$ cat src/cnn_defs.svh
`ifndef CNN_DEFS_SVH
`define CNN_DEFS_SVH

////////////////////////////////////////////////////////////
// Feature map geometry
`define IMG_W       4
`define NUM_PIX     (`IMG_W * `IMG_W)
`define CH_IN       4
`define CH_OUT      3
`define MAP_WORDS   (`CH_IN * `IMG_W * `IMG_W)

////////////////////////////////////////////////////////////
// Data widths
`define PIX_W       8
`define WGT_W       8
`define ACC_W       20

// Index widths for the tags and counters
`define IN_CH_W     2
`define OUT_CH_W    2
`define PIX_IDX_W   4
`define ADDR_W      6

// Idle cycles between passes, and the requantize shift
`define GAP_CYCLES  (`IMG_W + 1)
`define GAP_W       3
`define REQ_SHIFT   4

`endif

$ cat src/cnn_pkg.sv
`default_nettype none

`include "cnn_defs.svh"

package cnn_pkg;

	// Stored word on its way into the MAC
	typedef struct packed {
		logic [`PIX_W-1:0]     value;
		logic [`IN_CH_W-1:0]   in_ch;
		logic [`OUT_CH_W-1:0]  out_ch;
		logic [`PIX_IDX_W-1:0] pixel;
		logic                  last_in_ch;
	} tap_t;

	// Finished sum over the input channels of one pixel
	typedef struct packed {
		logic signed [`ACC_W-1:0] sum;
		logic [`OUT_CH_W-1:0]     out_ch;
		logic [`PIX_IDX_W-1:0]    pixel;
	} acc_t;

	// Result pixel after ReLU and clipping
	typedef struct packed {
		logic [`PIX_W-1:0]     value;
		logic [`OUT_CH_W-1:0]  out_ch;
		logic [`PIX_IDX_W-1:0] pixel;
	} out_t;

	// Host weight write
	typedef struct packed {
		logic [`OUT_CH_W-1:0]     out_ch;
		logic [`IN_CH_W-1:0]      in_ch;
		logic signed [`WGT_W-1:0] weight;
	} wgt_wr_t;

endpackage

`default_nettype wire

$ cat src/channel_mac.sv
`default_nettype none
`timescale 1ns/1ns

`include "cnn_defs.svh"

module channel_mac (
	input  logic                     clk,
	input  logic                     reset,
	input  logic                     tap_valid,
	input  cnn_pkg::tap_t            tap,
	output logic [`OUT_CH_W-1:0]     rd_out_ch,
	output logic [`IN_CH_W-1:0]      rd_in_ch,
	input  logic signed [`WGT_W-1:0] rd_weight,
	output logic                     acc_valid,
	output cnn_pkg::acc_t            acc
);

	logic signed [`ACC_W-1:0] pix_ext;
	logic signed [`ACC_W-1:0] wgt_ext;
	logic signed [`ACC_W-1:0] product;
	logic signed [`ACC_W-1:0] sum_base;
	logic signed [`ACC_W-1:0] sum_next;
	logic signed [`ACC_W-1:0] sum_q;

	// Weight lookup follows the tap tags directly
	assign rd_out_ch = tap.out_ch;
	assign rd_in_ch  = tap.in_ch;

	////////////////////////////////////////////////////////////
	// Multiply

	// Pixel is unsigned, weight is signed
	assign pix_ext = {{(`ACC_W - `PIX_W){1'b0}}, tap.value};
	assign wgt_ext = {{(`ACC_W - `WGT_W){rd_weight[`WGT_W-1]}}, rd_weight};
	assign product = pix_ext * wgt_ext;

	////////////////////////////////////////////////////////////
	// Accumulate over input channels

	// Channel 0 starts a new pixel
	assign sum_base = (tap.in_ch == '0) ? '0 : sum_q;
	assign sum_next = sum_base + product;

	always_ff @(posedge clk) begin
		if (tap_valid) begin
			sum_q <= sum_next;
		end
	end

	// Finished sum leaves while the next pixel starts summing
	always_ff @(posedge clk) begin
		if (tap_valid && tap.last_in_ch) begin
			acc.sum    <= sum_next;
			acc.out_ch <= tap.out_ch;
			acc.pixel  <= tap.pixel;
		end
	end

	always_ff @(posedge clk) begin
		if (reset) begin
			acc_valid <= 1'b0;
		end else begin
			acc_valid <= tap_valid && tap.last_in_ch;
		end
	end

endmodule

`default_nettype wire

$ cat src/conv1x1_layer.sv
`default_nettype none
`timescale 1ns/1ns

`include "cnn_defs.svh"

module conv1x1_layer (
	input  logic              clk,
	input  logic              reset,
	input  logic              valid_in,
	input  logic [`PIX_W-1:0] pxl_in,
	input  logic              wgt_we,
	input  cnn_pkg::wgt_wr_t  wgt,
	output logic              out_valid,
	output cnn_pkg::out_t     out,
	output logic              idle,
	output logic              frame_done
);

	logic                     tap_valid;
	cnn_pkg::tap_t            tap;
	logic [`OUT_CH_W-1:0]     rd_out_ch;
	logic [`IN_CH_W-1:0]      rd_in_ch;
	logic signed [`WGT_W-1:0] rd_weight;
	logic                     acc_valid;
	cnn_pkg::acc_t            acc;

	////////////////////////////////////////////////////////////
	// Store and replay the input map
	replay_buffer u_replay_buffer (
		.clk        (clk),
		.reset      (reset),
		.valid_in   (valid_in),
		.pxl_in     (pxl_in),
		.tap_valid  (tap_valid),
		.tap        (tap),
		.idle       (idle),
		.frame_done (frame_done)
	);

	weight_bank u_weight_bank (
		.clk       (clk),
		.reset     (reset),
		.wgt_we    (wgt_we),
		.wgt       (wgt),
		.rd_out_ch (rd_out_ch),
		.rd_in_ch  (rd_in_ch),
		.rd_weight (rd_weight)
	);

	////////////////////////////////////////////////////////////
	// Sum over input channels, then ReLU and requantize
	channel_mac u_channel_mac (
		.clk       (clk),
		.reset     (reset),
		.tap_valid (tap_valid),
		.tap       (tap),
		.rd_out_ch (rd_out_ch),
		.rd_in_ch  (rd_in_ch),
		.rd_weight (rd_weight),
		.acc_valid (acc_valid),
		.acc       (acc)
	);

	relu_requant u_relu_requant (
		.clk       (clk),
		.reset     (reset),
		.acc_valid (acc_valid),
		.acc       (acc),
		.out_valid (out_valid),
		.out       (out)
	);

endmodule

`default_nettype wire

$ cat src/relu_requant.sv
`default_nettype none
`timescale 1ns/1ns

`include "cnn_defs.svh"

module relu_requant (
	input  logic          clk,
	input  logic          reset,
	input  logic          acc_valid,
	input  cnn_pkg::acc_t acc,
	output logic          out_valid,
	output cnn_pkg::out_t out
);

	localparam int PIX_MAX = (1 << `PIX_W) - 1;

	logic signed [`ACC_W-1:0] shifted;
	logic [`PIX_W-1:0]        clipped;

	assign shifted = $signed(acc.sum) >>> `REQ_SHIFT;

	// ReLU, then saturate at the top of the pixel range
	always_comb begin
		if (shifted[`ACC_W-1]) begin
			clipped = '0;
		end else if (shifted > `ACC_W'(PIX_MAX)) begin
			clipped = `PIX_W'(PIX_MAX);
		end else begin
			clipped = shifted[`PIX_W-1:0];
		end
	end

	always_ff @(posedge clk) begin
		if (acc_valid) begin
			out.value  <= clipped;
			out.out_ch <= acc.out_ch;
			out.pixel  <= acc.pixel;
		end
	end

	always_ff @(posedge clk) begin
		if (reset) begin
			out_valid <= 1'b0;
		end else begin
			out_valid <= acc_valid;
		end
	end

endmodule

`default_nettype wire

$ cat src/replay_buffer.sv
`default_nettype none
`timescale 1ns/1ns

`include "cnn_defs.svh"

module replay_buffer (
	input  logic              clk,
	input  logic              reset,
	input  logic              valid_in,
	input  logic [`PIX_W-1:0] pxl_in,
	output logic              tap_valid,
	output cnn_pkg::tap_t     tap,
	output logic              idle,
	output logic              frame_done
);

	typedef enum logic [2:0] {
		PH_IDLE,
		PH_FILL,
		PH_GAP,
		PH_READ,
		PH_DRAIN
	} phase_t;

	phase_t                phase;
	logic [`ADDR_W-1:0]    addr;
	logic [`IN_CH_W-1:0]   in_ch_cnt;
	logic [`PIX_IDX_W-1:0] pix_cnt;
	logic [`OUT_CH_W-1:0]  pass_cnt;
	logic [`GAP_W-1:0]     gap_cnt;
	logic [`PIX_W-1:0]     mem [0:`MAP_WORDS-1];
	logic                  accept;
	logic                  step;
	logic                  last_word;
	logic                  last_in_ch;

	// Input words only count while idle or still filling
	assign accept     = valid_in && (phase == PH_IDLE || phase == PH_FILL);
	assign step       = accept || (phase == PH_READ);
	assign last_word  = (addr == `ADDR_W'(`MAP_WORDS - 1));
	assign last_in_ch = (in_ch_cnt == `IN_CH_W'(`CH_IN - 1));
	assign idle       = (phase == PH_IDLE);

	////////////////////////////////////////////////////////////
	// Word, channel and pixel counters
	always_ff @(posedge clk) begin
		if (reset) begin
			addr      <= '0;
			in_ch_cnt <= '0;
			pix_cnt   <= '0;
		end else if (step) begin
			if (last_word) begin
				addr      <= '0;
				in_ch_cnt <= '0;
				pix_cnt   <= '0;
			end else begin
				addr <= addr + 1'b1;
				if (last_in_ch) begin
					in_ch_cnt <= '0;
					pix_cnt   <= pix_cnt + 1'b1;
				end else begin
					in_ch_cnt <= in_ch_cnt + 1'b1;
				end
			end
		end
	end

	////////////////////////////////////////////////////////////
	// Pass sequencing
	always_ff @(posedge clk) begin
		if (reset) begin
			phase      <= PH_IDLE;
			pass_cnt   <= '0;
			gap_cnt    <= '0;
			frame_done <= 1'b0;
		end else begin
			frame_done <= (phase == PH_DRAIN);
			case (phase)
				PH_IDLE, PH_FILL: begin
					if (accept) begin
						phase <= last_word ? PH_GAP : PH_FILL;
						if (last_word) begin
							pass_cnt <= pass_cnt + 1'b1;
							gap_cnt  <= '0;
						end
					end
				end
				PH_GAP: begin
					if (gap_cnt == `GAP_W'(`GAP_CYCLES - 1)) begin
						phase   <= PH_READ;
						gap_cnt <= '0;
					end else begin
						gap_cnt <= gap_cnt + 1'b1;
					end
				end
				PH_READ: begin
					if (last_word) begin
						// Final pass goes to drain, others wait out a gap
						if (pass_cnt == `OUT_CH_W'(`CH_OUT - 1)) begin
							phase <= PH_DRAIN;
						end else begin
							phase    <= PH_GAP;
							pass_cnt <= pass_cnt + 1'b1;
						end
					end
				end
				default: begin
					phase    <= PH_IDLE;
					pass_cnt <= '0;
				end
			endcase
		end
	end

	////////////////////////////////////////////////////////////
	// Map memory and tap register
	always_ff @(posedge clk) begin
		if (accept) begin
			mem[addr] <= pxl_in;
		end
	end

	always_ff @(posedge clk) begin
		if (step) begin
			tap.value      <= (phase == PH_READ) ? mem[addr] : pxl_in;
			tap.in_ch      <= in_ch_cnt;
			tap.out_ch     <= pass_cnt;
			tap.pixel      <= pix_cnt;
			tap.last_in_ch <= last_in_ch;
		end
	end

	always_ff @(posedge clk) begin
		if (reset) begin
			tap_valid <= 1'b0;
		end else begin
			tap_valid <= step;
		end
	end

endmodule

`default_nettype wire

$ cat src/weight_bank.sv
`default_nettype none
`timescale 1ns/1ns

`include "cnn_defs.svh"

module weight_bank (
	input  logic                     clk,
	input  logic                     reset,
	input  logic                     wgt_we,
	input  cnn_pkg::wgt_wr_t         wgt,
	input  logic [`OUT_CH_W-1:0]     rd_out_ch,
	input  logic [`IN_CH_W-1:0]      rd_in_ch,
	output logic signed [`WGT_W-1:0] rd_weight
);

	logic signed [`WGT_W-1:0] bank [0:`CH_OUT-1][0:`CH_IN-1];
	logic                     wr_in_range;

	// Writes to a missing output channel are dropped
	assign wr_in_range = (wgt.out_ch < `OUT_CH_W'(`CH_OUT));

	////////////////////////////////////////////////////////////
	// Host write port
	always_ff @(posedge clk) begin
		if (reset) begin
			for (int oc = 0; oc < `CH_OUT; oc++) begin
				for (int ic = 0; ic < `CH_IN; ic++) begin
					bank[oc][ic] <= '0;
				end
			end
		end else if (wgt_we && wr_in_range) begin
			bank[wgt.out_ch][wgt.in_ch] <= wgt.weight;
		end
	end

	////////////////////////////////////////////////////////////
	// Asynchronous read for the MAC
	always_comb begin
		rd_weight = '0;
		if (rd_out_ch < `OUT_CH_W'(`CH_OUT)) begin
			rd_weight = bank[rd_out_ch][rd_in_ch];
		end
	end

endmodule

`default_nettype wire

$ cat config.mk
export PLATFORM = sky130hd
export DESIGN_NAME = conv1x1_layer
export DESIGN_NICKNAME = d
export VERILOG_FILES = /design/src/cnn_pkg.sv /design/src/channel_mac.sv /design/src/conv1x1_layer.sv /design/src/relu_requant.sv /design/src/replay_buffer.sv /design/src/weight_bank.sv
export VERILOG_INCLUDE_DIRS = /design/src /design/src/src
export SDC_FILE = /design/constraint.sdc
export NUM_CORES = 1
export LEC_CHECK = 0
export BUFFER_PORTS_ARGS = -buffer_cell sky130_fd_sc_hd__buf_4
export CAP_MARGIN = 20
export CORE_UTILIZATION = 60
export DETAILED_ROUTE_END_ITERATION = 10
export GPL_ROUTABILITY_DRIVEN = 0
export PLACE_DENSITY_LB_ADDON = 0.05
export SLEW_MARGIN = 20
export SYNTH_ARGS = -nofsm -noshare
export SYNTH_HDL_FRONTEND = slang
export SYNTH_HIERARCHICAL = 1
export SYNTH_SLANG_ARGS = --single-unit
$ cat constraint.sdc
create_clock -name clk -period 16 [get_ports clk]
set_clock_uncertainty 0.15 [all_clocks]
set_input_delay 0.8 -clock clk [delete_from_list [all_inputs] [get_ports clk]]
set_output_delay 0.8 -clock clk [all_outputs]
set_load 0.03 [all_outputs]
==> results of run 1 <==
-- metrics by stage --
step	instances	cell area (um2)
global route	2870	34700
detailed placement	2739	32400
global placement	2739	32400
finish	2870	34700
floorplan	2118	31800
CTS	2870	34700
-- cells in the final DEF (no fill, tap or decap), types with 13 or more instances in the layout --
cell and instances:
fa_1 52, dfxtp_1 21, mux4_2 42, clkinv_1 13
clkbuf_1 24, o21ai_0 82, buf_4 53, a32oi_1 23
nand3_1 24, conb_1 16, nor3_1 17, nor2_1 192
a21oi_1 64, mux2i_1 134, mux2_2 26, edfxtp_1 697
o22ai_1 43, inv_1 93, o21ai_1 14, nand2b_1 23
nand2_1 97, and2_1 33, nor2b_1 31, clkbuf_16 76
a22oi_1 40, ha_1 66
-- power groups by stage --
stage | logic (mW) | clock network [mW] | registers [mW]
global route | 1.54 | 1.72 | 2.30
finish | 1.36 | 1.63 | 2.30
floorplan | 1.06 | 0 | 2.32
detailed placement | 1.35 | 0 | 2.34
CTS | 1.37 | 1.66 | 2.30
global placement | 1.33 | 0 | 2.34
-- per-layer routing --
metal / vias up / share of wire, % / global-route usage (%)
met3: 135 / 7.0 / 4.94
met5: - / 0 / 0
met1: 9133 / 41 / 38.0
li1: 8027 / - / -
met4: 0 / 2.8 / 8.22
met2: 748 / 49 / 44.4
-- registers in the layout, indices dropped and copies added (netlist names), 4 cells and up --
register and cells:
u_replay_buffer/mem 512, u_replay_buffer/pix_cnt 4, u_channel_mac/sum_q 20, u_relu_requant/out 14, u_replay_buffer/addr 6, u_replay_buffer/tap 17, u_weight_bank/bank 112, u_channel_mac/acc 22
-- critical path: stages, from the launching register on --
cell and delay (ps):
edfxtp_1 340, buf_4 530, mux4_2 350, mux2i_1 70, a21oi_1 630, nand2_1 180, fa_1 530, fa_1 530
fa_1 520, fa_1 540, inv_1 50, fa_1 470, ha_1 370, and3_1 170, a211o_1 370, a2111oi_4 440
nor4_1 120, a211o_1 270
-- worst min-delay path by stage --
stage	start	endpoint	slack [ps]	cells after the start
2_1_floorplan	u_replay_buffer/tap[1]	u_channel_mac/acc[0]	250	0
3_3_place_gp	u_replay_buffer/tap[2]	u_channel_mac/acc[1]	250	0
3_5_place_dp	u_channel_mac/acc[5]	u_relu_requant/out[5]	260	0
4_1_cts	u_channel_mac/acc[5]	u_relu_requant/out[5]	250	0
5_1_grt	u_channel_mac/acc[5]	u_relu_requant/out[5]	270	0
6_report	u_channel_mac/acc[5]	u_relu_requant/out[5]	250	0
-- area by class of cell --
cell class / instances / area (um2)
clock inverters: 29 / 249
multi-input cells: 1189 / 9420
repair buffers: 53 / 398
inverters: 96 / 360
flip-flops and latches: 721 / 21400
fillers: 3558 / 17100
well taps: 680 / 851
clock buffers: 102 / 2020
==> impl_metrics.env, run 1 <==
export IMPL_finalCriticalPeriod_ps=6910
export IMPL_crit_reg2reg_capture="u_channel_mac/sum_q[19]"
export IMPL_ioPinCount=41
export IMPL_synth_yosys_warnings=6
export IMPL_timing_final_ws_setup_ps=9090
export IMPL_placement_rows=83
export IMPL_critical_path_startpoint="u_replay_buffer/tap[7]"
export IMPL_hold_fails_final_rpt=0
export IMPL_final_antenna_diode_count=0
export IMPL_numClockSinks=721
export IMPL_globalRouteTotalUtil_pct=27.4
export IMPL_power_sequential_fraction_pct=43.4
export IMPL_worst_hold_slack_ps=253
export IMPL_min_period_over_period_pct=43.2
export IMPL_cts_max_path_buffers=3
export IMPL_floorplan_die_area_um2=53800
export IMPL_fp_coreArea_um2=51800
export IMPL_tritoncts="built"
export IMPL_max_vdd_ir_drop_mv=0.217
export IMPL_dp_hpwl_um=44100
export IMPL_height_of_the_die_um=232
export IMPL_timing_hold_worst_class="flip-flop to flip-flop"
export IMPL_worstSetupEndpoint="u_channel_mac/sum_q[19]"
export IMPL_postCtsSetupRepairBufs=0
export IMPL_num_nets_final=2277
export IMPL_final_setup_viol_count=0
export IMPL_netSwitchingFraction_pct=29.0
export IMPL_grt_first_pass_wirelength_um=109000
export IMPL_area_growth_synth_to_final_pct=9.42
export IMPL_dieWidth_um=232
export IMPL_rsz0062_at_grt="false"
export IMPL_status="complete, no violations"
export IMPL_first_global_vias=18000
export IMPL_cts_hold_buffers=0
export IMPL_pwr_share_clk_pct=30.9
export IMPL_worstPathRequired_ps=16190
export IMPL_cts_inserted_buffers=74
export IMPL_fraction_of_layout_cells_with_a_size_suffix_above_1_pct=11.6
export IMPL_net_switching_power_mw=1.54
export IMPL_arrival_ps=7100
export IMPL_power_density_nw_per_um2=152
export IMPL_fmax_mhz=145
export IMPL_post_drt_wl_per_cell_um=24.7
export IMPL_critical_path_end_type="flip-flop"
export IMPL_initial_core_util_pct=61.2
export IMPL_synthesis_area_um2=31700
export IMPL_antenna_left=0
export IMPL_critPathKind="flip-flop to flip-flop"
export IMPL_grt_ovfl_total=0
export IMPL_cts_resized=0
export IMPL_comb_power_share_pct=25.7
export IMPL_numPortBuffers=40
export IMPL_drt_pre_antenna_iters=5
export IMPL_finish_utilization_pct=67.0
export IMPL_via_count=18000
export IMPL_reg2reg_setup_slack_ps=9090
export IMPL_synth_avg_cell_area_um2=15.1
export IMPL_drt_wl_total_um=70900
export IMPL_timing_max_transition_violations_final=0
export IMPL_clock_tree_htree_level_count=3
export IMPL_relSlewSlack_pct=30.0
export IMPL_internal_power_mw=3.76
export IMPL_r2r_start="u_replay_buffer/tap[7]"
export IMPL_max_cap_viol_count=0
export IMPL_pin_count_of_the_biggest_net_entering_global_routing=71
export IMPL_detail_route_iter0_violations=1717
export IMPL_worstPathMaxFanout=42
export IMPL_clock_latency_late_sink_ps=610
export IMPL_pre_cts_ws_ps=9090
export IMPL_route_detailed_drc=0
export IMPL_max_slew_worst_pin_slew_ps=1050
export IMPL_antenna_found_initial=0
export IMPL_fin_tns_setup_ps=0
export IMPL_clockRootBuffer="clkbuf_16"
export IMPL_worst_setup_path_start_kind="flip-flop"
export IMPL_vias_per_inst=6.29
export IMPL_post_synth_inst_count=2103
export IMPL_cts_clk_slew_worst_paths_ps=60
export IMPL_p_leak_nw=11.8
export IMPL_design_power_total_mw=5.29
export IMPL_r2r_worst_path_cells=17
Power figures use the tool's default switching activity.
==> run 2: changes to the inputs <==
--- a/config.mk
+++ b/config.mk
@@ -6,6 +6,7 @@
 export SDC_FILE = /design/constraint.sdc
 export NUM_CORES = 1
 export LEC_CHECK = 0
+export ABC_AREA = 1
 export BUFFER_PORTS_ARGS = -buffer_cell sky130_fd_sc_hd__buf_4
 export CAP_MARGIN = 20
 export CORE_UTILIZATION = 60
==> constraint.sdc (replaced) <==
create_clock -name clk -period 7 [get_ports clk]
set_clock_uncertainty 0.15 [all_clocks]
set_input_delay 0.35 -clock clk [delete_from_list [all_inputs] [get_ports clk]]
set_output_delay 0.35 -clock clk [all_outputs]
set_load 0.03 [all_outputs]
==> run 2 against run 1 <==
Non-clock buffer count rose by 10; die area up 9.2%; design area increased by 9.8%; routed wire length up 12%; cell count increased by 49%; critical path depth up 7; area after synthesis grew 9.3%; count of clock-buffer cells in the layout is 3 lower; sequential power rose by 140%; critical path type unchanged; largest cell class unchanged.
==> impl_metrics.env, run 2 <==
export IMPL_status="complete, no violations"
export IMPL_worst_setup_path_start_kind="flip-flop"
export IMPL_fin_tns_setup_ps=0
export IMPL_clockRootBuffer="clkbuf_16"
export IMPL_antenna_found_initial=0
export IMPL_largest_register_ffs=512
export IMPL_hold_fails_final_rpt=0
export IMPL_clock_tree_htree_level_count=3
export IMPL_final_antenna_diode_count=0
export IMPL_reg_top3="u_replay_buffer/mem x512, u_weight_bank/bank x128, u_channel_mac/acc x22"
export IMPL_crit_path_max_incr_delay_ps=570
export IMPL_clock_latency_late_sink_ps=630
export IMPL_worstPathRequired_ps=7230
export IMPL_worstPathMaxFanout=12
export IMPL_num_nets_final=3608
export IMPL_floorplan_die_area_um2=58800
export IMPL_final_setup_viol_count=0
export IMPL_synth_yosys_warnings=6
export IMPL_critical_path_slowest_cell="edfxtp_1"
export IMPL_arrival_ps=6600
export IMPL_mostFrequentLayoutCell="nand2_1"
export IMPL_drt_pre_antenna_iters=5
export IMPL_drt_wl_total_um=79400
export IMPL_critical_path_buf_inv_count=3
export IMPL_postCtsSetupRepairBufs=0
export IMPL_critical_path_end_type="flip-flop"
export IMPL_finish_utilization_pct=67.3
export IMPL_tritoncts="built"
export IMPL_family_with_the_most_delay_on_the_worst_path="adder cells"
export IMPL_cts_clk_slew_worst_paths_ps=60
export IMPL_top_register="u_replay_buffer/mem"
export IMPL_fp_coreArea_um2=56700
export IMPL_synth_avg_cell_area_um2=10.1
export IMPL_power_density_nw_per_um2=372
export IMPL_critPathKind="flip-flop to flip-flop"
export IMPL_fmax_mhz=157
export IMPL_final_fill_count=4369
export IMPL_post_drt_wl_per_cell_um=18.5
export IMPL_placement_rows=87
export IMPL_use_met3_pct=3.77
export IMPL_vias_per_inst=5.38
export IMPL_cts_inserted_buffers=77
export IMPL_first_global_vias=22600
export IMPL_worst_hold_slack_ps=90.1
export IMPL_min_period_over_period_pct=91.0
export IMPL_timing_hold_worst_class="input pin to flip-flop"
export IMPL_area_growth_synth_to_final_pct=9.98
export IMPL_numPortBuffers=40
export IMPL_numClockSinks=737
export IMPL_via_count=23100
export IMPL_max_cap_viol_count=0
export IMPL_global_route_peak_usage_layer="met2"
export IMPL_synthesis_area_um2=34700
export IMPL_dieWidth_um=242
export IMPL_pin_count_of_the_biggest_net_entering_global_routing=100
export IMPL_cts_resized=0
export IMPL_initial_core_util_pct=61.1
export IMPL_height_of_the_die_um=242
export IMPL_antenna_left=0
export IMPL_crit_top_cell="nand2_1"
export IMPL_finalCriticalPeriod_ps=6370
export IMPL_grt_met2_usage_pct=46.0
export IMPL_global_route_usage_met1_pct=36.5
export IMPL_p_leak_nw=16.6
export IMPL_path_cells="nand2_1, inv_1, nand2_1, nand3_1, o21ai_0, nor2_1, nor2_1, inv_2, or2_2, fa_1, fa_1, fa_1, fa_1, inv_1, fa_1, ha_1, a21oi_1, nand2_1, nand2_1, nand2_2, nand2_1, nand2_1, nand2_1, nand2_1"
export IMPL_post_synth_inst_count=3429
export IMPL_fraction_of_layout_cells_with_a_size_suffix_above_1_pct=7.03
export IMPL_cts_hold_buffers=2
export IMPL_commonest_non_fill_non_tap_cells_in_the_layout="nand2_1 (876), edfxtp_1 (713), inv_1 (642)"
export IMPL_grt_first_pass_wirelength_um=124000
export IMPL_timing_max_transition_violations_final=0
export IMPL_max_vdd_ir_drop_mv=0.510
export IMPL_relSlewSlack_pct=24.9
export IMPL_max_slew_worst_pin_slew_ps=1120
export IMPL_ioPinCount=41
export IMPL_grt_ovfl_total=0
export IMPL_rsz0062_at_grt="false"
export IMPL_cts_max_path_buffers=3
export IMPL_postLayoutCellArea_um2=38100
export IMPL_dp_hpwl_um=48800
export IMPL_globalRouteTotalUtil_pct=27.5
export IMPL_detail_route_iter0_violations=2019
export IMPL_detailed_place_area_um2=35500
export IMPL_route_detailed_drc=0
[run 2: power by group]
group | internal, mW | total [mW] | switching, mW
sequential | 5.41 | 5.49 | 0.0863
clock | 2.45 | 4.16 | 1.72
combinational | 1.58 | 4.53 | 2.95
[run 2: final cells by class]
class / count / area [um2] / share of cell area, %
clock inverters: 44 / 549 / 1.44
inverters: 654 / 2460 / 6.44
multi-input cells: 1933 / 9780 / 25.7
repair buffers: 63 / 478 / 1.25
flip-flops and latches: 737 / 21900 / 57.4
clock buffers: 99 / 2030 / 5.32
well taps: 756 / 946 / 2.48
[run 2: path summary, 6_finish.rpt]
path,start,to,depth (start not counted),slack (ps)
max,u_replay_buffer/tap[6],u_channel_mac/sum_q[18],24,630
min,wgt[10],u_weight_bank/bank[0][13],4,90
max reg2reg,u_replay_buffer/tap[6],u_channel_mac/sum_q[18],24,630
min reg2reg,u_replay_buffer/tap[2],u_channel_mac/acc[1],0,260
[run 2: metrics by stage]
| stage | std cells | setup slack (ps) | power [mW] |
|---|---|---|---|
| after floorplan | 3460 | 849 | 8.95 |
| after global placement | 4141 | 735 | 9.92 |
| after detailed placement | 4141 | 672 | 10.0 |
| after CTS | 4286 | 677 | 14.2 |
| after global routing | 4286 | 287 | 15.1 |
| final | 4286 | 628 | 14.2 |
[run 2: per-layer routing]
metal / share of wire, % / up-vias / wire length, um
li1: - / 11000 / -
met1: 42 / 11100 / 33000
met2: 49 / 789 / 38500
met3: 6.0 / 174 / 4760
met4: 3.8 / 0 / 3040
met5: 0 / - / 0
[run 2: worst reg2reg max path, stage by stage, from the launching register on]
cell	delay, ps
edfxtp_1	570
nand2_1	320
inv_1	210
nand2_1	100
nand3_1	70
o21ai_0	160
nor2_1	60
nor2_1	290
inv_2	150
or2_2	320
fa_1	510
fa_1	520
fa_1	530
fa_1	540
inv_1	50
fa_1	470
ha_1	360
a21oi_1	150
nand2_1	150
nand2_1	110
nand2_2	70
nand2_1	100
nand2_1	60
nand2_1	60
nand2_1	60
==> run 3: changes to the inputs <==
--- a/config.mk
+++ b/config.mk
@@ -16,5 +16,4 @@
 export SLEW_MARGIN = 20
 export SYNTH_ARGS = -nofsm -noshare
 export SYNTH_HDL_FRONTEND = slang
-export SYNTH_HIERARCHICAL = 1
 export SYNTH_SLANG_ARGS = --single-unit
==> run 3 against run 2 <==
Area after synthesis decreased by 8.3%; utilization increased by 1.5 points; design area down 6.6%; fmax decreased by 4.1%; critical endpoint is now u_channel_mac.acc[25]; largest power group unchanged.
==> impl_metrics.env, run 3 <==
export IMPL_seqCellArea_um2=21900
export IMPL_critical_path_startpoint="u_replay_buffer.tap[8]"
export IMPL_tritoncts="built"
export IMPL_max_cap_viol_count=0
export IMPL_largest_register_ffs=512
export IMPL_status="complete, no violations"
export IMPL_max_vdd_ir_drop_mv=0.364
export IMPL_hold_fails_final_rpt=0
export IMPL_crit_path_max_incr_delay_ps=580
export IMPL_mostFrequentLayoutCell="edfxtp_1"
export IMPL_finalCriticalPeriod_ps=6640
export IMPL_pin_count_of_the_biggest_net_entering_global_routing=66
export IMPL_synth_avg_cell_area_um2=12.3
export IMPL_relSlewSlack_pct=31.1
export IMPL_post_drt_wl_per_cell_um=22.5
export IMPL_synth_edf_count=713
export IMPL_synthesis_area_um2=31800
export IMPL_grt_ovfl_total=0
export IMPL_cts_clk_slew_worst_paths_ps=60
export IMPL_timing_hold_worst_class="input pin to flip-flop"
export IMPL_power_density_nw_per_um2=349
export IMPL_fraction_of_layout_cells_with_a_size_suffix_above_1_pct=8.96
export IMPL_numClockSinks=739
export IMPL_height_of_the_die_um=232
export IMPL_design_power_total_mw=12.4
export IMPL_via_count=20300
export IMPL_timing_max_transition_violations_final=0
export IMPL_worst_setup_path_start_kind="flip-flop"
export IMPL_fp_coreArea_um2=51800
export IMPL_dp_hpwl_um=46500
export IMPL_synth_yosys_seq_area_share_pct=69.0
export IMPL_clock_latency_late_sink_ps=620
export IMPL_clockRootBuffer="clkbuf_16"
export IMPL_reg_top3="u_replay_buffer.mem x512, u_weight_bank.bank x128, u_channel_mac.acc x22"
export IMPL_finish_utilization_pct=68.8
export IMPL_placement_rows=83
export IMPL_synthMostInstantiatedCell="edfxtp_1"
export IMPL_r2r_start="u_replay_buffer.tap[8]"
export IMPL_max_slew_worst_pin_slew_ps=1030
export IMPL_antenna_left=0
export IMPL_holdCritStartpoint="wgt[7]"
export IMPL_drt_pre_antenna_iters=5
export IMPL_floorplan_die_area_um2=53900
export IMPL_synth_commonest_cells="edfxtp_1 (713), nand2_1 (516), nor2_1 (351), inv_1 (231), o21ai_0 (87)"
export IMPL_critical_path_slowest_cell="edfxtp_1"
export IMPL_vias_per_inst=5.93
export IMPL_post_synth_top_area_fraction_pct=67.3
export IMPL_critical_path_end_type="flip-flop"
export IMPL_synth_top_cell_by_area="edfxtp_1"
export IMPL_area_contributors_post_synth="edfxtp_1 (67%), nand2_1 (6.1%), nor2_1 (4.1%)"
export IMPL_top_register="u_replay_buffer.mem"
export IMPL_synth_yosys_warnings=0
export IMPL_final_setup_viol_count=0
export IMPL_min_period_over_period_pct=94.9
export IMPL_final_antenna_diode_count=0
export IMPL_first_global_vias=19900
export IMPL_worstPathRequired_ps=7200
export IMPL_route_detailed_drc=0
export IMPL_synth_cell_types=57
export IMPL_fmax_mhz=150
export IMPL_reg2reg_setup_slack_ps=360
export IMPL_initial_core_util_pct=61.3
export IMPL_fin_tns_setup_ps=0
export IMPL_synth_main_ff_cell="edfxtp_1"
export IMPL_commonest_non_fill_non_tap_cells_in_the_layout="edfxtp_1 (713), nand2_1 (514), nor2_1 (347)"
export IMPL_cts_inserted_buffers=74
export IMPL_crit_top_cell="nand2_1"
export IMPL_area_growth_synth_to_final_pct=12.1
export IMPL_post_synth_inst_count=2577
export IMPL_detail_route_iter0_violations=2112
export IMPL_postLayoutCellArea_um2=35600
export IMPL_detailed_place_area_um2=33000
export IMPL_cts_max_path_buffers=3
export IMPL_drt_wl_total_um=77000
export IMPL_final_fill_count=3650
export IMPL_p_leak_nw=13.2
export IMPL_critPathKind="flip-flop to flip-flop"
export IMPL_arrival_ps=6850
export IMPL_synth_ff_latch_count=739
export IMPL_globalRouteTotalUtil_pct=29.2
export IMPL_antenna_found_initial=0
export IMPL_area_used_by_multi_input_combinational_logic_um2=8700
export IMPL_num_nets_final=2816
export IMPL_clock_tree_htree_level_count=3
export IMPL_fin_cells=3425
export IMPL_dieWidth_um=232
export IMPL_synthArstFlopShare_pct=0
export IMPL_post_place_cells=3282
export IMPL_ioPinCount=41
export IMPL_numPortBuffers=40
export IMPL_worstPathMaxFanout=9
export IMPL_grt_first_pass_wirelength_um=117000
## run 3: final timing paths
kind	end	cells past startpoint
min	u_weight_bank.bank[0][23]	3
max reg2reg	u_channel_mac.acc[25]	31
min reg2reg	u_relu_requant.out[0]	0
max	u_channel_mac.acc[25]	31
## run 3: cell families after synthesis
kind of cell / after synthesis / share of synthesized area (%)
and+or+nand+nor: 1025 / 13.3
buffers and inverters: 329 / 4.30
xor gates and xnor gates: 32 / 0.882
other: 1 / 0.0118
adders and majority gates: 105 / 5.03
muxes: 11 / 0.346
DFF: 739 / 69.0
AOI/OAI and AO/OA: 335 / 7.17
## run 3: per-layer routing
| metal | vias to the layer above | track usage (%) | share of wire (%) |
|---|---|---|---|
| met5 | - | 0 | 0 |
| met1 | 9997 | 39.5 | 40 |
| met3 | 136 | 3.97 | 7.3 |
| met2 | 910 | 48.9 | 49 |
| li1 | 9282 | - | - |
| met4 | 0 | 9.79 | 3.0 |
## run 3: final cells by class
type	count	share of cell area (%)
Clock buffer	104	5.86
Clock inverter	30	1.16
Inverter	245	2.60
Multi-Input combinational cell	1540	24.4
Sequential cell	739	61.6
Tap cell	680	2.39
Timing Repair Buffer	87	2.03
## run 3: where the power goes
part | total [mW] | switching [mW] | internal [mW]
Clock | 4.08 | 1.65 | 2.43
Combinational | 3.04 | 1.92 | 1.12
Sequential | 5.30 | 0.0655 | 5.24
Total | 12.4 | 3.64 | 8.78
## run 3: worst max-delay path: cells and delay by family, from the launching register on
kind	cells	cell delay, ps
and+or+nand+nor	14	1830
adders and majority gates	6	2530
DFF	1	580
buffers and inverters	5	370
AOI/OAI and AO/OA	5	760
xor gates and xnor gates	1	160
## run 3: what timing repair did
action | in CTS | in global routing
setup buffers | 0 | 7
gates resized for setup | 0 | 25
endpoints found under the hold margin | 12 | 0
endpoints found under the setup margin | 0 | 14
hold buffers | 1 | 0
## run 3: stage by stage
step	setup WS, ps	hold slack [ps]
2_1_floorplan	781	250
3_3_place_gp	374	254
3_5_place_dp	91.4	255
4_1_cts	78.1	102
5_1_grt	-31.8	146
6_report	355	136
